===== src/design/fp_add_cfg.svh =====
`ifndef FP_ADD_CFG_SVH
`define FP_ADD_CFG_SVH

// IEEE 754 double precision word layout

// Full word width
`define FP_WORD_SIZE 64

// Stored fraction bits, hidden one not counted
`define FP_MANTISSA_SIZE 52

// Biased exponent field
`define FP_EXPONENT_SIZE 11

// Exponent bias of the format
`define FP_EXP_BIAS 1023

// All-ones exponent, reserved for infinity
`define FP_EXP_MAX 2047

// Normalization shift count width
// Must hold FP_MANTISSA_SIZE + 1
`define FP_SHIFT_MAX 7

`endif


===== src/design/fp_add_pkg.sv =====
`include "fp_add_cfg.svh"

package fp_add_pkg;

  // Packed double word
  // Bit 63 sign, 62..52 exponent, 51..0 fraction
  typedef logic [`FP_WORD_SIZE-1:0] fp_word_t;

  // Biased exponent, unsigned
  typedef logic [`FP_EXPONENT_SIZE-1:0] exp_t;

  // Extended mantissa
  // Top bit catches the carry of an addition
  // Next bit is the hidden one
  // Low bits are the stored fraction
  typedef logic [`FP_MANTISSA_SIZE+1:0] mant_t;

  // Normalization shift count
  // Holds 0 to FP_MANTISSA_SIZE + 1
  typedef logic [`FP_SHIFT_MAX-1:0] shift_t;

endpackage


===== src/design/shift_amount.sv =====
`timescale 1ns/1ps

module shift_amount #(
  parameter int MANTISSA_SIZE = 52,
  parameter int SHIFT_MAX     = 7
) (
  input  logic [MANTISSA_SIZE+1:0] a,
  input  logic                     add,
  output logic [SHIFT_MAX-1:0]     shift
);

  // Count for a sum with no one at all
  localparam logic [SHIFT_MAX-1:0] NO_ONE = SHIFT_MAX'(MANTISSA_SIZE + 1);
  localparam logic [SHIFT_MAX-1:0] SHIFT_ONE = SHIFT_MAX'(1);
  localparam logic [SHIFT_MAX-1:0] SHIFT_NONE = '0;

  // Effective addition count
  logic [SHIFT_MAX-1:0] add_shift;
  // Effective subtraction count
  logic [SHIFT_MAX-1:0] lead_shift;
  // Scan has hit the first one
  logic                 found;

  // Addition only ever needs one step right
  // Carry bit decides it
  assign add_shift = a[MANTISSA_SIZE+1] ? SHIFT_ONE : SHIFT_NONE;

  // Leading one search
  // Starts at the hidden bit, carry bit is never set here
  always_comb begin
    lead_shift = NO_ONE;
    found      = 1'b0;
    for (int i = MANTISSA_SIZE; i >= 0; i--) begin
      // First one wins, lower bits ignored
      if (!found && a[i]) begin
        lead_shift = SHIFT_MAX'(MANTISSA_SIZE - i);
        found      = 1'b1;
      end
    end
  end

  // Pick count by operation type
  assign shift = add ? add_shift : lead_shift;

endmodule


===== src/design/operand_align.sv =====
`timescale 1ns/1ps
`include "fp_add_cfg.svh"

module operand_align (
  input  logic                 clk,
  input  logic                 rst_n,
  input  logic                 in_valid,
  input  fp_add_pkg::fp_word_t a,
  input  fp_add_pkg::fp_word_t b,
  input  logic                 sub,
  output logic                 align_valid,
  output logic                 big_sign,
  output fp_add_pkg::exp_t     big_exp,
  output fp_add_pkg::mant_t    big_mant,
  output fp_add_pkg::mant_t    small_mant,
  output logic                 eff_sub
);

  localparam int FRAC_W   = `FP_MANTISSA_SIZE;
  localparam int EXP_W    = `FP_EXPONENT_SIZE;
  localparam int SIGN_BIT = FRAC_W + EXP_W;
  // Alignment past this many bits leaves nothing
  localparam fp_add_pkg::exp_t ALIGN_LIMIT = fp_add_pkg::exp_t'(FRAC_W + 2);

  // Unpacked operand a
  logic              a_sign;
  fp_add_pkg::exp_t  a_exp;
  fp_add_pkg::mant_t a_mant;

  // Unpacked operand b, sign already flipped for sub
  logic              b_sign;
  fp_add_pkg::exp_t  b_exp;
  fp_add_pkg::mant_t b_mant;

  // Swap decision and swapped operands
  logic              a_is_big;
  logic              big_sign_c;
  fp_add_pkg::exp_t  big_exp_c;
  fp_add_pkg::exp_t  small_exp_c;
  fp_add_pkg::mant_t big_mant_c;
  fp_add_pkg::mant_t small_mant_c;

  // Alignment
  fp_add_pkg::exp_t  exp_diff;
  fp_add_pkg::mant_t aligned_mant;

  // Field split of a
  assign a_sign = a[SIGN_BIT];
  assign a_exp  = a[SIGN_BIT-1:FRAC_W];
  // Zero exponent reads as zero, no subnormals
  assign a_mant = (a_exp == '0) ? '0 : {1'b0, 1'b1, a[FRAC_W-1:0]};

  // Field split of b
  // Subtraction is addition of negated b
  assign b_sign = b[SIGN_BIT] ^ sub;
  assign b_exp  = b[SIGN_BIT-1:FRAC_W];
  assign b_mant = (b_exp == '0) ? '0 : {1'b0, 1'b1, b[FRAC_W-1:0]};

  // Magnitude compare
  // Exponent first, then mantissa, full tie keeps a
  assign a_is_big = (a_exp > b_exp) || ((a_exp == b_exp) && (a_mant >= b_mant));

  // Larger operand goes first
  assign big_sign_c   = a_is_big ? a_sign : b_sign;
  assign big_exp_c    = a_is_big ? a_exp : b_exp;
  assign small_exp_c  = a_is_big ? b_exp : a_exp;
  assign big_mant_c   = a_is_big ? a_mant : b_mant;
  assign small_mant_c = a_is_big ? b_mant : a_mant;

  // Never negative, big exponent is the larger one
  assign exp_diff = big_exp_c - small_exp_c;

  // Right align smaller mantissa
  // Shifted out bits are dropped, truncation
  assign aligned_mant = (exp_diff >= ALIGN_LIMIT) ? '0 : (small_mant_c >> exp_diff);

  // Stage valid
  always_ff @(posedge clk or negedge rst_n) begin
    if (!rst_n) begin
      align_valid <= 1'b0;
    end else begin
      align_valid <= in_valid;
    end
  end

  // Stage payload, only loaded on a new operation
  always_ff @(posedge clk) begin
    if (in_valid) begin
      big_sign   <= big_sign_c;
      big_exp    <= big_exp_c;
      big_mant   <= big_mant_c;
      small_mant <= aligned_mant;
      // Signs differ means magnitudes subtract
      eff_sub    <= a_sign ^ b_sign;
    end
  end

endmodule


===== src/design/mantissa_addsub.sv =====
`timescale 1ns/1ps
`include "fp_add_cfg.svh"

module mantissa_addsub (
  input  logic              clk,
  input  logic              rst_n,
  input  logic              align_valid,
  input  logic              big_sign,
  input  fp_add_pkg::exp_t  big_exp,
  input  fp_add_pkg::mant_t big_mant,
  input  fp_add_pkg::mant_t small_mant,
  input  logic              eff_sub,
  output logic              sum_valid,
  output logic              sum_sign,
  output fp_add_pkg::exp_t  sum_exp,
  output fp_add_pkg::mant_t sum_mant,
  output logic              sum_eff_sub
);

  // Extended mantissa width, carry bit included
  localparam int MANT_W = `FP_MANTISSA_SIZE + 2;

  // Raw magnitude sum
  fp_add_pkg::mant_t sum_c;

  // Operands enter with a clear carry bit
  // Addition lands any carry in the top bit
  // Subtraction never goes negative, big is the larger
  always_comb begin
    if (eff_sub) begin
      sum_c = big_mant - small_mant;
    end else begin
      sum_c = big_mant + small_mant;
    end
  end

  // Stage valid
  always_ff @(posedge clk or negedge rst_n) begin
    if (!rst_n) begin
      sum_valid <= 1'b0;
    end else begin
      sum_valid <= align_valid;
    end
  end

  // Sum plus the fields the normalizer needs
  always_ff @(posedge clk) begin
    if (align_valid) begin
      // Result takes the sign of the larger magnitude
      sum_sign    <= big_sign;
      sum_exp     <= big_exp;
      sum_mant    <= sum_c[MANT_W-1:0];
      sum_eff_sub <= eff_sub;
    end
  end

endmodule


===== src/design/result_normalize.sv =====
`timescale 1ns/1ps
`include "fp_add_cfg.svh"

module result_normalize (
  input  logic                 clk,
  input  logic                 rst_n,
  input  logic                 sum_valid,
  input  logic                 sum_sign,
  input  fp_add_pkg::exp_t     sum_exp,
  input  fp_add_pkg::mant_t    sum_mant,
  input  logic                 sum_eff_sub,
  output logic                 out_valid,
  output fp_add_pkg::fp_word_t result
);

  localparam int FRAC_W = `FP_MANTISSA_SIZE;
  localparam int EXP_W  = `FP_EXPONENT_SIZE;
  localparam int MANT_W = FRAC_W + 2;
  // Two spare bits, one for the carry step, one for sign
  localparam int WIDE_W = EXP_W + 2;

  // Shift count from the leading one finder
  fp_add_pkg::shift_t              norm_shift;
  // Sum overflowed into the carry bit
  logic                            carry;
  // Mantissa with the leading one on the hidden bit
  fp_add_pkg::mant_t               norm_mant;
  // Exponent after the shift, may wrap below zero
  logic signed [WIDE_W-1:0]        exp_wide;
  // Packed word before the output register
  fp_add_pkg::fp_word_t            result_c;

  shift_amount #(
    .MANTISSA_SIZE(`FP_MANTISSA_SIZE),
    .SHIFT_MAX    (`FP_SHIFT_MAX)
  ) shift_amount_i (
    .a    (sum_mant),
    .add  (!sum_eff_sub),
    .shift(norm_shift)
  );

  // Only an effective addition can set it
  assign carry = sum_mant[MANT_W-1];

  // Normalization shift
  always_comb begin
    if (carry) begin
      // One step right, low bit dropped
      norm_mant = sum_mant >> 1;
      exp_wide  = $signed({2'b00, sum_exp}) + $signed(WIDE_W'(1));
    end else begin
      // Zero count for an addition without carry
      norm_mant = sum_mant << norm_shift;
      exp_wide  = $signed({2'b00, sum_exp}) - $signed(WIDE_W'(norm_shift));
    end
  end

  // Special cases, then packing
  always_comb begin
    if (sum_mant == '0) begin
      // Exact cancellation is always positive zero
      result_c = '0;
    end else if (exp_wide <= 0) begin
      // Flush to signed zero, no subnormal results
      result_c = {sum_sign, {(EXP_W + FRAC_W){1'b0}}};
    end else if (exp_wide >= `FP_EXP_MAX) begin
      // Signed infinity
      result_c = {sum_sign, {EXP_W{1'b1}}, {FRAC_W{1'b0}}};
    end else begin
      // Hidden bit dropped on packing
      result_c = {sum_sign, exp_wide[EXP_W-1:0], norm_mant[FRAC_W-1:0]};
    end
  end

  // Output valid
  always_ff @(posedge clk or negedge rst_n) begin
    if (!rst_n) begin
      out_valid <= 1'b0;
    end else begin
      out_valid <= sum_valid;
    end
  end

  // Output word
  // Holds the last result between operations
  always_ff @(posedge clk or negedge rst_n) begin
    if (!rst_n) begin
      result <= '0;
    end else if (sum_valid) begin
      result <= result_c;
    end
  end

endmodule


===== src/design/fp_add_top.sv =====
`timescale 1ns/1ps
`include "fp_add_cfg.svh"

module fp_add_top (
  input  logic                 clk,
  input  logic                 rst_n,
  input  logic                 in_valid,
  input  fp_add_pkg::fp_word_t a,
  input  fp_add_pkg::fp_word_t b,
  input  logic                 sub,
  output logic                 out_valid,
  output fp_add_pkg::fp_word_t result
);

  // Stage 1 to stage 2
  logic              align_valid;
  logic              big_sign;
  fp_add_pkg::exp_t  big_exp;
  fp_add_pkg::mant_t big_mant;
  fp_add_pkg::mant_t small_mant;
  logic              eff_sub;

  // Stage 2 to stage 3
  logic              sum_valid;
  logic              sum_sign;
  fp_add_pkg::exp_t  sum_exp;
  fp_add_pkg::mant_t sum_mant;
  logic              sum_eff_sub;

  // Unpack, compare, align
  operand_align align_i (
    .clk        (clk),
    .rst_n      (rst_n),
    .in_valid   (in_valid),
    .a          (a),
    .b          (b),
    .sub        (sub),
    .align_valid(align_valid),
    .big_sign   (big_sign),
    .big_exp    (big_exp),
    .big_mant   (big_mant),
    .small_mant (small_mant),
    .eff_sub    (eff_sub)
  );

  // Magnitude add or subtract
  mantissa_addsub addsub_i (
    .clk        (clk),
    .rst_n      (rst_n),
    .align_valid(align_valid),
    .big_sign   (big_sign),
    .big_exp    (big_exp),
    .big_mant   (big_mant),
    .small_mant (small_mant),
    .eff_sub    (eff_sub),
    .sum_valid  (sum_valid),
    .sum_sign   (sum_sign),
    .sum_exp    (sum_exp),
    .sum_mant   (sum_mant),
    .sum_eff_sub(sum_eff_sub)
  );

  // Normalize, range check, pack
  result_normalize normalize_i (
    .clk        (clk),
    .rst_n      (rst_n),
    .sum_valid  (sum_valid),
    .sum_sign   (sum_sign),
    .sum_exp    (sum_exp),
    .sum_mant   (sum_mant),
    .sum_eff_sub(sum_eff_sub),
    .out_valid  (out_valid),
    .result     (result)
  );

endmodule


===== config.mk =====
export PLATFORM = sky130hd
export DESIGN_NAME = fp_add_top
export DESIGN_NICKNAME = d
export VERILOG_FILES = /design/src/design/fp_add_pkg.sv /design/src/design/shift_amount.sv /design/src/design/operand_align.sv /design/src/design/mantissa_addsub.sv /design/src/design/result_normalize.sv /design/src/design/fp_add_top.sv
export VERILOG_INCLUDE_DIRS = /design/src /design/src/design
export SDC_FILE = /design/constraint.sdc
export NUM_CORES = 1
export LEC_CHECK = 0
export ABC_AREA = 0
export CAP_MARGIN = 15
export CORE_MARGIN = 1
export CORE_UTILIZATION = 55
export CTS_CLUSTER_SIZE = 25
export DETAILED_ROUTE_END_ITERATION = 6
export DONT_BUFFER_PORTS = 1
export PLACE_DENSITY = 0.78
export SYNTH_ARGS = -nofsm -noshare
export SYNTH_HDL_FRONTEND = slang
export SYNTH_SLANG_ARGS = --single-unit

===== constraint.sdc =====
create_clock -name clk -period 6.9 [get_ports clk]
set_clock_uncertainty 0.1 [all_clocks]
set_input_delay 0.345 -clock clk [delete_from_list [all_inputs] [get_ports clk]]
set_output_delay 0.345 -clock clk [all_outputs]
set_load 0.02 [all_outputs]

# After elaboration in Yosys (flattened, before gate mapping)
# Cells that the tools add are included.
[totals]
output_inout_bits = 65
ff_bits = 255
inputBits = 132
[classes]
n_mux = 120
addsub = 5
n_bitwise = 2
shifts = 2
n_lt_le_gt_ge = 5
reduce_logical = 109
eq_ne = 1
[op_table]
columns = ["cell", "count"]
rows = [
  ["2-to-1 mux 7 bit", 52],
  ["2-to-1 mux 54 bit", 3],
  ["2-to-1 mux 63 bit", 2],
  ["2-to-1 mux 53 bit", 2],
  ["2-to-1 mux 64 bit", 1],
  ["adder 54 bit", 1],
  ["greater-or-equal comparator 54 bit", 1],
  ["logical NOT 54 bit", 1],
  ["2-to-1 mux 1 bit", 54],
  ["<< shifter 54 x 7 -> 52 bit", 1],
  [">> shifter 54 x 11 -> 54 bit", 1],
  ["subtractor 54 bit", 1],
  ["logical AND 1 bit", 53],
  ["logical NOT 1 bit", 52],
  ["2-to-1 mux 52 bit", 1],
  ["logical NOT 11 bit", 2],
  ["2-to-1 mux 11 bit", 2],
  ["greater-or-equal comparator 13 x 12 -> 1 bit (second input constant)", 1],
  ["<= comparator 13 x 1 -> 1 bit (second input constant)", 1],
  ["2-to-1 mux 13 bit", 1],
  ["adder 11 x 1 -> 12 bit (second input constant)", 1],
  ["2-to-1 mux 6 bit", 2],
  ["subtractor 11 x 7 -> 12 bit", 1],
  ["equality test 11 bit", 1],
  ["other kinds (5)", 6],
]

# Depth between registers and ports, before layout
# Gate-level depths: netlist of the first run.
[depth]
ltp_word = 164
depth_mapped = 30

# Cells and area by module
# A second synthesis of the first run with hierarchy kept.
[hier_totals]
hier_cells = 2828
area_unflattened_um2 = 25116.6
[modules_own_cells]
columns = ["mod", "area_each_um2", "n_inst", "cells_per_inst"]
rows = [
  ["operand_align", 11279.6, 1, 1249],
  ["result_normalize", 6703.9, 1, 735],
  ["mantissa_addsub", 6409.9, 1, 730],
  ["shift_amount", 723.2, 1, 114],
]

# Worst setup path after synthesis of the first run
# OpenSTA, ideal clock, no wires.
[synth_timing]
path_kind = "input to register"
start = "in a[54]"
end = "reg align_i.small_mant[11] (data pin)"
arrival_ps = 6516
n_path_buf = 10
setup_ps = 266
slack_ps = 18
path_stages = 28
path_cell_list = "nor4_1 > nand3_1 > clkbuf_1 > clkbuf_1 > clkbuf_1 > and2_1 > ha_1 > nand4_1 > or4_1 > nor4_4 > a211oi_4 > nand3_4 > nand2_2 > clkbuf_1 > clkbuf_1 > buf_1 > o21a_1 > ha_1 > clkbuf_1 > clkinv_1 > buf_1 > buf_1 > clkbuf_1 > mux2i_1 > mux2i_1 > mux2_2 > mux2i_1 > o32ai_2"
[synth_via]
elab_chain_len = 8
word_cells_on_any_way = 13
[synth_lines]
columns = ["element", "line", "text"]
rows = [
  ["start, declared", "fp_add_top.sv:8", "input fp_add_pkg::fp_word_t a,"],
  ["logical NOT 11 bit", "operand_align.sv:51", "assign a_mant = (a_exp == '0) ? '0 : {1'b0, 1'b1, a[FRAC_W-1:0]};"],
  ["2-to-1 mux 53 bit", "operand_align.sv:51", ""],
  ["greater-or-equal comparator 54 bit", "operand_align.sv:61", "assign a_is_big = (a_exp > b_exp) || ((a_exp == b_exp) && (a_mant >= b_mant));"],
  ["logical AND 1 bit", "operand_align.sv:61", ""],
  ["logical OR 1 bit", "operand_align.sv:61", ""],
  ["2-to-1 mux 11 bit, on equally long branches", "operand_align.sv:65, operand_align.sv:66", ""],
  ["subtractor 11 bit", "operand_align.sv:71", "assign exp_diff = big_exp_c - small_exp_c;"],
  [">> shifter 54 x 11 -> 54 bit / greater-or-equal comparator 11 x 6 -> 1 bit (equally long branches)", "operand_align.sv:75", "assign aligned_mant = (exp_diff >= ALIGN_LIMIT) ? '0 : (small_mant_c >> exp_diff);"],
  ["end signal, assigned", "operand_align.sv:92", "small_mant <= aligned_mant;"],
  ["end, declared", "operand_align.sv:15", "output fp_add_pkg::mant_t small_mant,"],
]
# Several ways; a longest one is shown, not always the timed one.
# A chain may end at the register's enable or synchronous reset.

# Worst setup path after layout of the first run
[layout_timing]
start = "reg addsub_i.sum_mant[36]"
end = "reg normalize_i.result[22]"
[layout_via]
elab_chain_len = 117
word_cells_on_any_way = 157
[layout_lines]
columns = ["element", "line", "text"]
rows = [
  ["start, declared", "mantissa_addsub.sv:16", "output fp_add_pkg::mant_t sum_mant,"],
  ["start signal, assigned", "mantissa_addsub.sv:52", "sum_mant <= sum_c[MANT_W-1:0];"],
  ["logical AND 1 bit", "shift_amount.sv:35", "if (!found && a[i]) begin"],
  ["2-to-1 mux 1 bit", "shift_amount.sv:35", ""],
  ["logical NOT 1 bit", "shift_amount.sv:35", ""],
  ["logical AND 1 bit", "shift_amount.sv:35", ""],
  ["2-to-1 mux 1 bit", "shift_amount.sv:35", ""],
  ["logical NOT 1 bit", "shift_amount.sv:35", ""],
  ["logical AND 1 bit", "shift_amount.sv:35", ""],
  ["2-to-1 mux 1 bit", "shift_amount.sv:35", ""],
  ["[... 101 more ...]", "-", ""],
  ["2-to-1 mux 7 bit", "shift_amount.sv:35", ""],
  ["2-to-1 mux 7 bit", "shift_amount.sv:43", "assign shift = add ? add_shift : lead_shift;"],
  ["subtractor 11 x 7 -> 12 bit", "result_normalize.sv:54", "exp_wide = $signed({2'b00, sum_exp}) - $signed(WIDE_W'(norm_shift));"],
  ["2-to-1 mux 13 bit", "result_normalize.sv:47", "if (carry) begin"],
  ["greater-or-equal comparator 13 x 12 -> 1 bit (no line)", "-", ""],
  ["2-to-1 mux 63 bit", "result_normalize.sv:66", "end else if (exp_wide >= `FP_EXP_MAX) begin"],
  ["2-to-1 mux 63 bit", "result_normalize.sv:63", "end else if (exp_wide <= 0) begin"],
  ["2-to-1 mux 64 bit (*)", "result_normalize.sv:60", "if (sum_mant == '0) begin"],
  ["end signal, assigned", "result_normalize.sv:90", "result <= result_c;"],
  ["end, declared", "result_normalize.sv:13", "output fp_add_pkg::fp_word_t result"],
]
# Every way passes the cells marked *; elsewhere a longest branch is shown, timed or not.

==> impl_metrics.yaml, run 1 <==
detailed_routing:
  detail_route.wl_per_cell_um: 26.3
  drcViolationCount: 3
  vias: 23271
  drtPass1Iterations: 7
  drtAntennaViolNets: 0
  via_per_inst: 6.86
  wl_um: 89200
  drtIter0Drc: 2709
setup_path:
  crit_chain: "or4_4 -> or3_4 -> nor4_4 -> nand3_1 -> nor2_1 -> o21ai_4 -> fa_1 -> a21o_1 -> a21oi_1 -> nor2b_1 -> o21ai_0 -> a22oi_1 -> xnor2_1 -> or4_1 -> or4_1 -> o21ai_1 -> nor2_4 -> nand2_2 -> nor2_1 -> a221o_1"
  cp_slowest_cell: "or4_4"
  rr_worst_depth: 20
  worstSetupPathType: "register to register"
  required_ps: 7220
  critPathLaunchType: "register"
  critical_path.top_delay_family: "simple AND/OR/NAND/NOR gates"
  max_stage_delay_ps: 590
  cp.depth: 20
  crit_path_end_kind: "register"
  path_buf_inv: 0
  timing.critical_path.fanout_max: 30
  critPathArrivalTime_ps: 6990
power_and_ir_drop:
  p_leak_nw: 10.7
  p_sw_share_pct: 47.0
  intPower_mw: 4.60
  seqPwrFrac_pct: 32.2
  power_density_nw_per_um2: 333
  p_sw_mw: 4.08
  clockPowerShare_pct: 16.9
  p_total_mw: 8.68
  p_comb_share_pct: 51.0
  max-vdd-ir-drop_uv: 214
grt:
  gr-usage-all-layers_pct: 39.0
  grt_max_degree: 121
  first_global_vias: 22349
  antenna_found_initial: 9
  grt_overflow: 0
  grt_pass1_wl_um: 134000
floorplanning:
  fp.dieW_um: 213
  core_um2: 43500
  rows: 76
  die_h_um: 213
  die_area_um2: 45300
  initial_core_util_pct: 56.2
  pin_count: 197
placed_design:
  dp.cells: 3323
  portBuffers: 0
  hpwl_um: 69800
  routabilityCongestion: 1.07
clock_tree:
  cts-buffers-inserted: 28
  htreeDepth: 1
  cts_tree: "built"
  cts_root_buffer: "clkbuf_16"
  clock_path_buffers: 3
  clock_sinks: 253
  insertion_delay_ps: 570
  path_clk_slew_ps: 60
run:
  maxCapViolations: 0
worst_hold_path:
  hold_depth: 2
  hold_class: "primary input to register"
yosys:
  syn_inst: 2844
  synth_ff_type: "edfxtp_1"
  synth_edf_count: 186
  synth_cell_types: 108
  synthArstFlopShare_pct: 26.5
  ys_ff_latch: 253
  syn_area_um2: 24400
  netlist_top_cells_area: "edfxtp_1 (23%), mux2i_1 (7.4%), dfrtp_1 (6.9%)"
  synth_area_leader_cell: "edfxtp_1"
  ys_warn_count: 0
  syn-num-nets: 3104
  synth.avg_cell_area_um2: 8.59
  yosysSeqAreaShare_pct: 29.7
  synth_top_area_share_pct: 22.9
timing:
  finalCriticalPeriod_ps: 6670
  period_share_pct: 96.7
  relSlewSlack_pct: -1.60
  hold_slack_ps: 23.9
  slew_viol_final: 2
  setup_viol: 0
  max_freq_mhz: 150
  tns_ps: 0
  finalHoldViolCount: 0
  rsz0062_at_grt: "false"
  max_slew.worst_pin.slew_ps: 1520
run_status:
  violations: "design-rule violations, max-slew violations"
  outcome: "complete, but fails checks"
layout:
  syn2layout_area_growth_pct: 6.91
  stdcell_count: 3394
  layout-drive-gt1-share_pct: 9.42
  fin_nets: 3042
cell usage in the layout (no fill, tap or decap), types with 21 or more instances in the layout:
master     synthesis  routed
a211oi_1          34      34
a21o_1            51      51
a21oi_1          234     234
a22oi_1           26      26
a31oi_1           26      26
and2_1            44      43
buf_4             12      68
clkbuf_16          0      31
dfrtp_1           67      66
edfxtp_1         186     186
ha_1             126     125
inv_1            103     103
mux2_2            36      36
mux2i_1          181     181
mux4_2            36      36
nand2_1          319     317
nand2b_1          31      31
nand3_1           53      50
nor2_1           244     243
nor2b_1           27      27
nor3_1            94      93
nor4_1            33      29
o211ai_1          23      23
o21a_1            23      23
o21ai_0          172     172
o22ai_1           22      22
o2bb2ai_1         32      32
o31ai_1           22      22
xnor2_1           97      97
xor2_1            21      21
state kept, by name, summed over array words and instances (netlist names), 11 cells and up:
name                cells
normalize_i.result     64
addsub_i.sum_mant      54
align_i.big_mant       53
align_i.small_mant     53
addsub_i.sum_exp       11
align_i.big_exp        11
final timing paths:
path | from | end | slack (ps)
max | addsub_i.sum_mant[36]$_DFFE_PP_ | normalize_i.result[22]$_DFFE_PN0P_ | 230
max in group asynchronous | rst_n | align_i.align_valid$_DFF_PN0_ | 6140
min in group asynchronous | rst_n | normalize_i.result[40]$_DFFE_PN0P_ | 260
min reg2reg | align_i.big_exp[7]$_DFFE_PP_ | addsub_i.sum_exp[7]$_DFFE_PP_ | 320
max reg2reg | addsub_i.sum_mant[36]$_DFFE_PP_ | normalize_i.result[22]$_DFFE_PN0P_ | 230
min | a[54] | align_i.big_exp[2]$_DFFE_PP_ | 20
Yosys cell counts (all sizes together) (20+ instances only):
cell type	number
and2	47
nor4	35
xor2	22
dfrtp	67
a21oi	236
a31oi	26
inv	105
o31ai	22
mux2	36
nand2b	31
a21o	51
nor2b	27
o2bb2ai	32
buf	72
nand3	54
mux2i	183
xnor2	98
and3	20
nor2	246
o21a	23
o21ai	189
o211ai	24
nand4	20
nand2	321
edfxtp	186
a22oi	26
mux4	36
clkbuf	103
nor3	101
o22ai	22
ha	126
a211oi	35
area by class of cell:
class / count / area, um^2
fill: 3879 / 17300
multi-input combinational: 2309 / 16100
sequential: 253 / 7260
clock buffer: 40 / 850
tap: 585 / 732
timing repair buffer: 83 / 701
inverter: 107 / 403
clock inverter: 12 / 65.1
antenna: 5 / 12.5
per-stage QoR:
step           setup slack [ps]  utilization [%]  area (um^2)
6_report                    231             60.1        26100
2_1_floorplan              18.1                -        24400
5_1_grt                    18.8             60.1        26100
4_1_cts                    62.1             59.9        26000
3_5_place_dp               -104             57.4        25000
3_3_place_gp               37.6             57.4        24900
power by group through the flow:
stage	Sequential [mW]	Clock (mW)	Combinational [mW]
2_1_floorplan	2.57	0	3.03
3_3_place_gp	2.78	0	4.16
3_5_place_dp	2.79	0	4.20
4_1_cts	2.77	1.48	4.25
5_1_grt	2.83	1.54	4.71
6_report	2.79	1.46	4.43
timing repair:
| action | in CTS | in global routing |
|---|---|---|
| resized for setup | 1 | 10 |
| pin swaps | 0 | 1 |
| hold buffers | 13 | 0 |
| endpoints found under the hold margin | 196 | 0 |
| setup buffers | 0 | 1 |
| setup endpoints to repair | 8 | 15 |
routing by layer:
metal	share of wire, %	track usage, %
met4	8.1	28.8
met5	0.043	0
met3	8.9	6.16
met2	46	64.2
met1	37	46.2
cells by family (layout without fill, tap and decap cells):
kind of cell               count (synthesis)  count (layout)  share of synthesized area [%]
other                                      0               5                              0
buffers and inverters                    282             242                           4.92
and+or+nand+nor                          964             964                           18.9
muxes                                    255             255                           12.5
DFF                                      253             253                           29.7
AOI/OAI and AO/OA                        842             842                           22.9
xor gates and xnor gates                 120             120                           4.41
adders and majority gates                128             128                           6.62
(Power assumes the default switching activity.)
==> inputs of run 2 (changes only) <==
==> constraint.sdc (replaced) <==
create_clock -name clk -period 6.9 [get_ports clk]
set_clock_uncertainty 0.1 [all_clocks]
set_input_delay 0.345 -clock clk [delete_from_list [all_inputs] [get_ports clk]]
set_output_delay 0.345 -clock clk [all_outputs]
set_load 0.005 [all_outputs]
==> run 2 against run 1 <==
  * Highest routed layer unchanged
  * Count of clock-buffer cells in the layout fell by 6
  * Worst hold slack better by 9.5 ps
  * Largest cell class unchanged
  * Critical path depth fell by 2
  * Clock power is essentially flat
  * Core utilization about the same
  * The run ends with max-slew violations left
  * Register-to-register slack gained 80 ps
  * Via count shrank 0.43%
  * Sequential cell count did not move
==> impl_metrics.yaml, run 2 (same netlist as run 1, synthesis figures left out) <==
layout:
  nFillCells: 3858
  layout-drive-gt1-share_pct: 9.20
  layout.cells.most_common_list: "nand2_1 (317), nor2_1 (243), a21oi_1 (234), edfxtp_1 (186), mux2i_1 (181)"
  top_register: "normalize_i.result"
  final_common_cell: "nand2_1"
  stdcell_count: 3394
  regArea_um2: 7260
  multi_input_area_um2: 16100
  reg_top3: "normalize_i.result: 64 flops, addsub_i.sum_mant: 54 flops"
  syn2layout_area_growth_pct: 6.82
  fin_nets: 3041
  largest_register_ffs: 64
setup_path:
  required_ps: 7240
  crit_chain: "or4_4 -> or3_4 -> nor4_4 -> nand3_1 -> o21ai_2 -> o41ai_2 -> ha_1 -> inv_1 -> fa_1 -> mux2_2 -> or4b_1 -> or4_1 -> or4_1 -> o21ai_1 -> nor2_4 -> nand2_2 -> nor2_1 -> a221o_1"
  critPathLaunchType: "register"
  timing.critical_path.fanout_max: 30
  max_stage_delay_ps: 590
  path_buf_inv: 1
  worstSetupPathType: "register to register"
  critical_path.top_delay_family: "simple AND/OR/NAND/NOR gates"
  crit_path_frequent_cell: "or4_1"
  cp_slowest_cell: "or4_4"
  crit_path_end_kind: "register"
  critPathArrivalTime_ps: 6930
timing:
  max_slew.worst_pin.slew_ps: 1590
  slew_viol_final: 2
  setup_viol: 0
  setup_ws_ps: 309
  relSlewSlack_pct: -6.02
  finalCriticalPeriod_ps: 6590
  period_share_pct: 95.5
  tns_ps: 0
  max_freq_mhz: 152
  rsz0062_at_grt: "false"
  finalHoldViolCount: 0
run_status:
  violations: "max-slew violations"
  outcome: "complete, but fails checks"
floorplanning:
  core_um2: 43500
  die_area_um2: 45300
  initial_core_util_pct: 56.2
  pin_count: 197
  fp.dieW_um: 213
  die_h_um: 213
  rows: 76
clock_tree:
  htreeDepth: 1
  clock_sinks: 253
  insertion_delay_ps: 570
  cts_tree: "built"
  path_clk_slew_ps: 60
  cts_root_buffer: "clkbuf_16"
  clock_path_buffers: 3
  cts-buffers-inserted: 28
  postCtsSetupRepairBufs: 0
power_and_ir_drop:
  power_density_nw_per_um2: 324
  max-vdd-ir-drop_uv: 207
  p_total_mw: 8.46
  p_comb_share_pct: 52.2
  p_sw_share_pct: 46.1
  p_sw_mw: 3.90
  intPower_mw: 4.57
  clockPowerShare_pct: 17.0
  seqPwrFrac_pct: 30.9
  p_leak_nw: 10.7
detailed_routing:
  detail_route.wl_per_cell_um: 26.1
  drtAntennaViolNets: 0
  vias: 23170
  drtIter0Drc: 2455
  drtPass1Iterations: 7
  wl_um: 88700
  drcViolationCount: 0
  via_per_inst: 6.83
run:
  maxCapViolations: 0
grt:
  antenna_found_initial: 6
  grt_pass1_wl_um: 132000
  first_global_vias: 22093
  gr-usage-all-layers_pct: 38.7
  grt_overflow: 0
  grt_max_degree: 121
placed_design:
  routabilityCongestion: 1.07
  dp.cells: 3321
  place_ws_ps: -136
  hpwl_um: 69700
  portBuffers: 0
worst_hold_path:
  hold_class: "primary input to register"
run 2: cell count changes in the layout (fill, tap and decap cells not counted), moves of 3 or more:
| cell | before | now |
|---|---|---|
| clkbuf_8 | 4 | 1 |
| clkinvlp_4 | 0 | 5 |
| buf_4 | 68 | 64 |
| clkinv_2 | 7 | 3 |
| inv_6 | 0 | 3 |
run 2: final cells by class:
class	instances	area share (%)
multi-input cells	2309	61.6
diodes	6	0.0575
flip-flops and latches	253	27.8
repair buffers	82	2.72
clock buffers	34	2.89
inverters	107	1.54
clock inverters	18	0.537
well taps	585	2.81
run 2: timing repair:
action	CTS	global route
hold endpoints to repair	198	0
hold buffers	15	0
setup endpoints to repair	8	20
gates resized for setup	1	9
pin swaps	0	1
run 2: worst reg2reg max path, delay by kind of cell, from the launching register on:
| kind | cells | cell delay, ps |
|---|---|---|
| AO/OA/AOI/OAI | 4 | 1150 |
| adder cells (fa/ha/maj) | 2 | 630 |
| buffers and inverters | 1 | 70 |
| flip-flops | 1 | 530 |
| multiplexers | 1 | 290 |
| AND/OR/NAND/NOR | 10 | 3720 |
run 2: path summary, 6_finish.rpt:
check                                           startpoint                                  to  slack, ps  depth (start not counted)
max                        addsub_i.sum_mant[35]$_DFFE_PP_  normalize_i.result[22]$_DFFE_PN0P_        310                         18
min                                                  b[63]          align_i.big_sign$_DFFE_PP_         30                          2
min reg2reg                   align_i.big_exp[1]$_DFFE_PP_       addsub_i.sum_exp[1]$_DFFE_PP_        320                          0
max in group asynchronous                            rst_n       align_i.align_valid$_DFF_PN0_       6150                          2
min in group asynchronous                            rst_n  normalize_i.result[40]$_DFFE_PN0P_        260                          2
max reg2reg                addsub_i.sum_mant[35]$_DFFE_PP_  normalize_i.result[22]$_DFFE_PN0P_        310                         18
run 2: through the flow:
step           area [um^2]  hold WS [ps]  util, %
6_report             26100          33.4     60.0
5_1_grt              26100          54.0     60.0
4_1_cts              26000          1.18     59.9
3_5_place_dp         24900         -48.8     57.4
3_3_place_gp         24900         -49.1     57.4
2_1_floorplan        24400         -50.6        -
run 2: routing by layer:
| metal | GRT usage, % | vias to the layer above | wire, um |
|---|---|---|---|
| met5 | 0 | - | 12 |
| met3 | 5.79 | 321 | 7240 |
| met2 | 63.6 | 1371 | 41000 |
| li1 | - | 10532 | - |
| met1 | 46.4 | 10944 | 33200 |
| met4 | 28.2 | 2 | 7210 |
run 2: power groups by stage:
stage	clock network (mW)	logic (mW)	registers [mW]
after floorplan	0	3.03	2.38
after global placement	0	4.16	2.60
after global routing	1.51	4.69	2.64
final	1.43	4.42	2.61
after CTS	1.46	4.26	2.58
after detailed placement	0	4.20	2.61
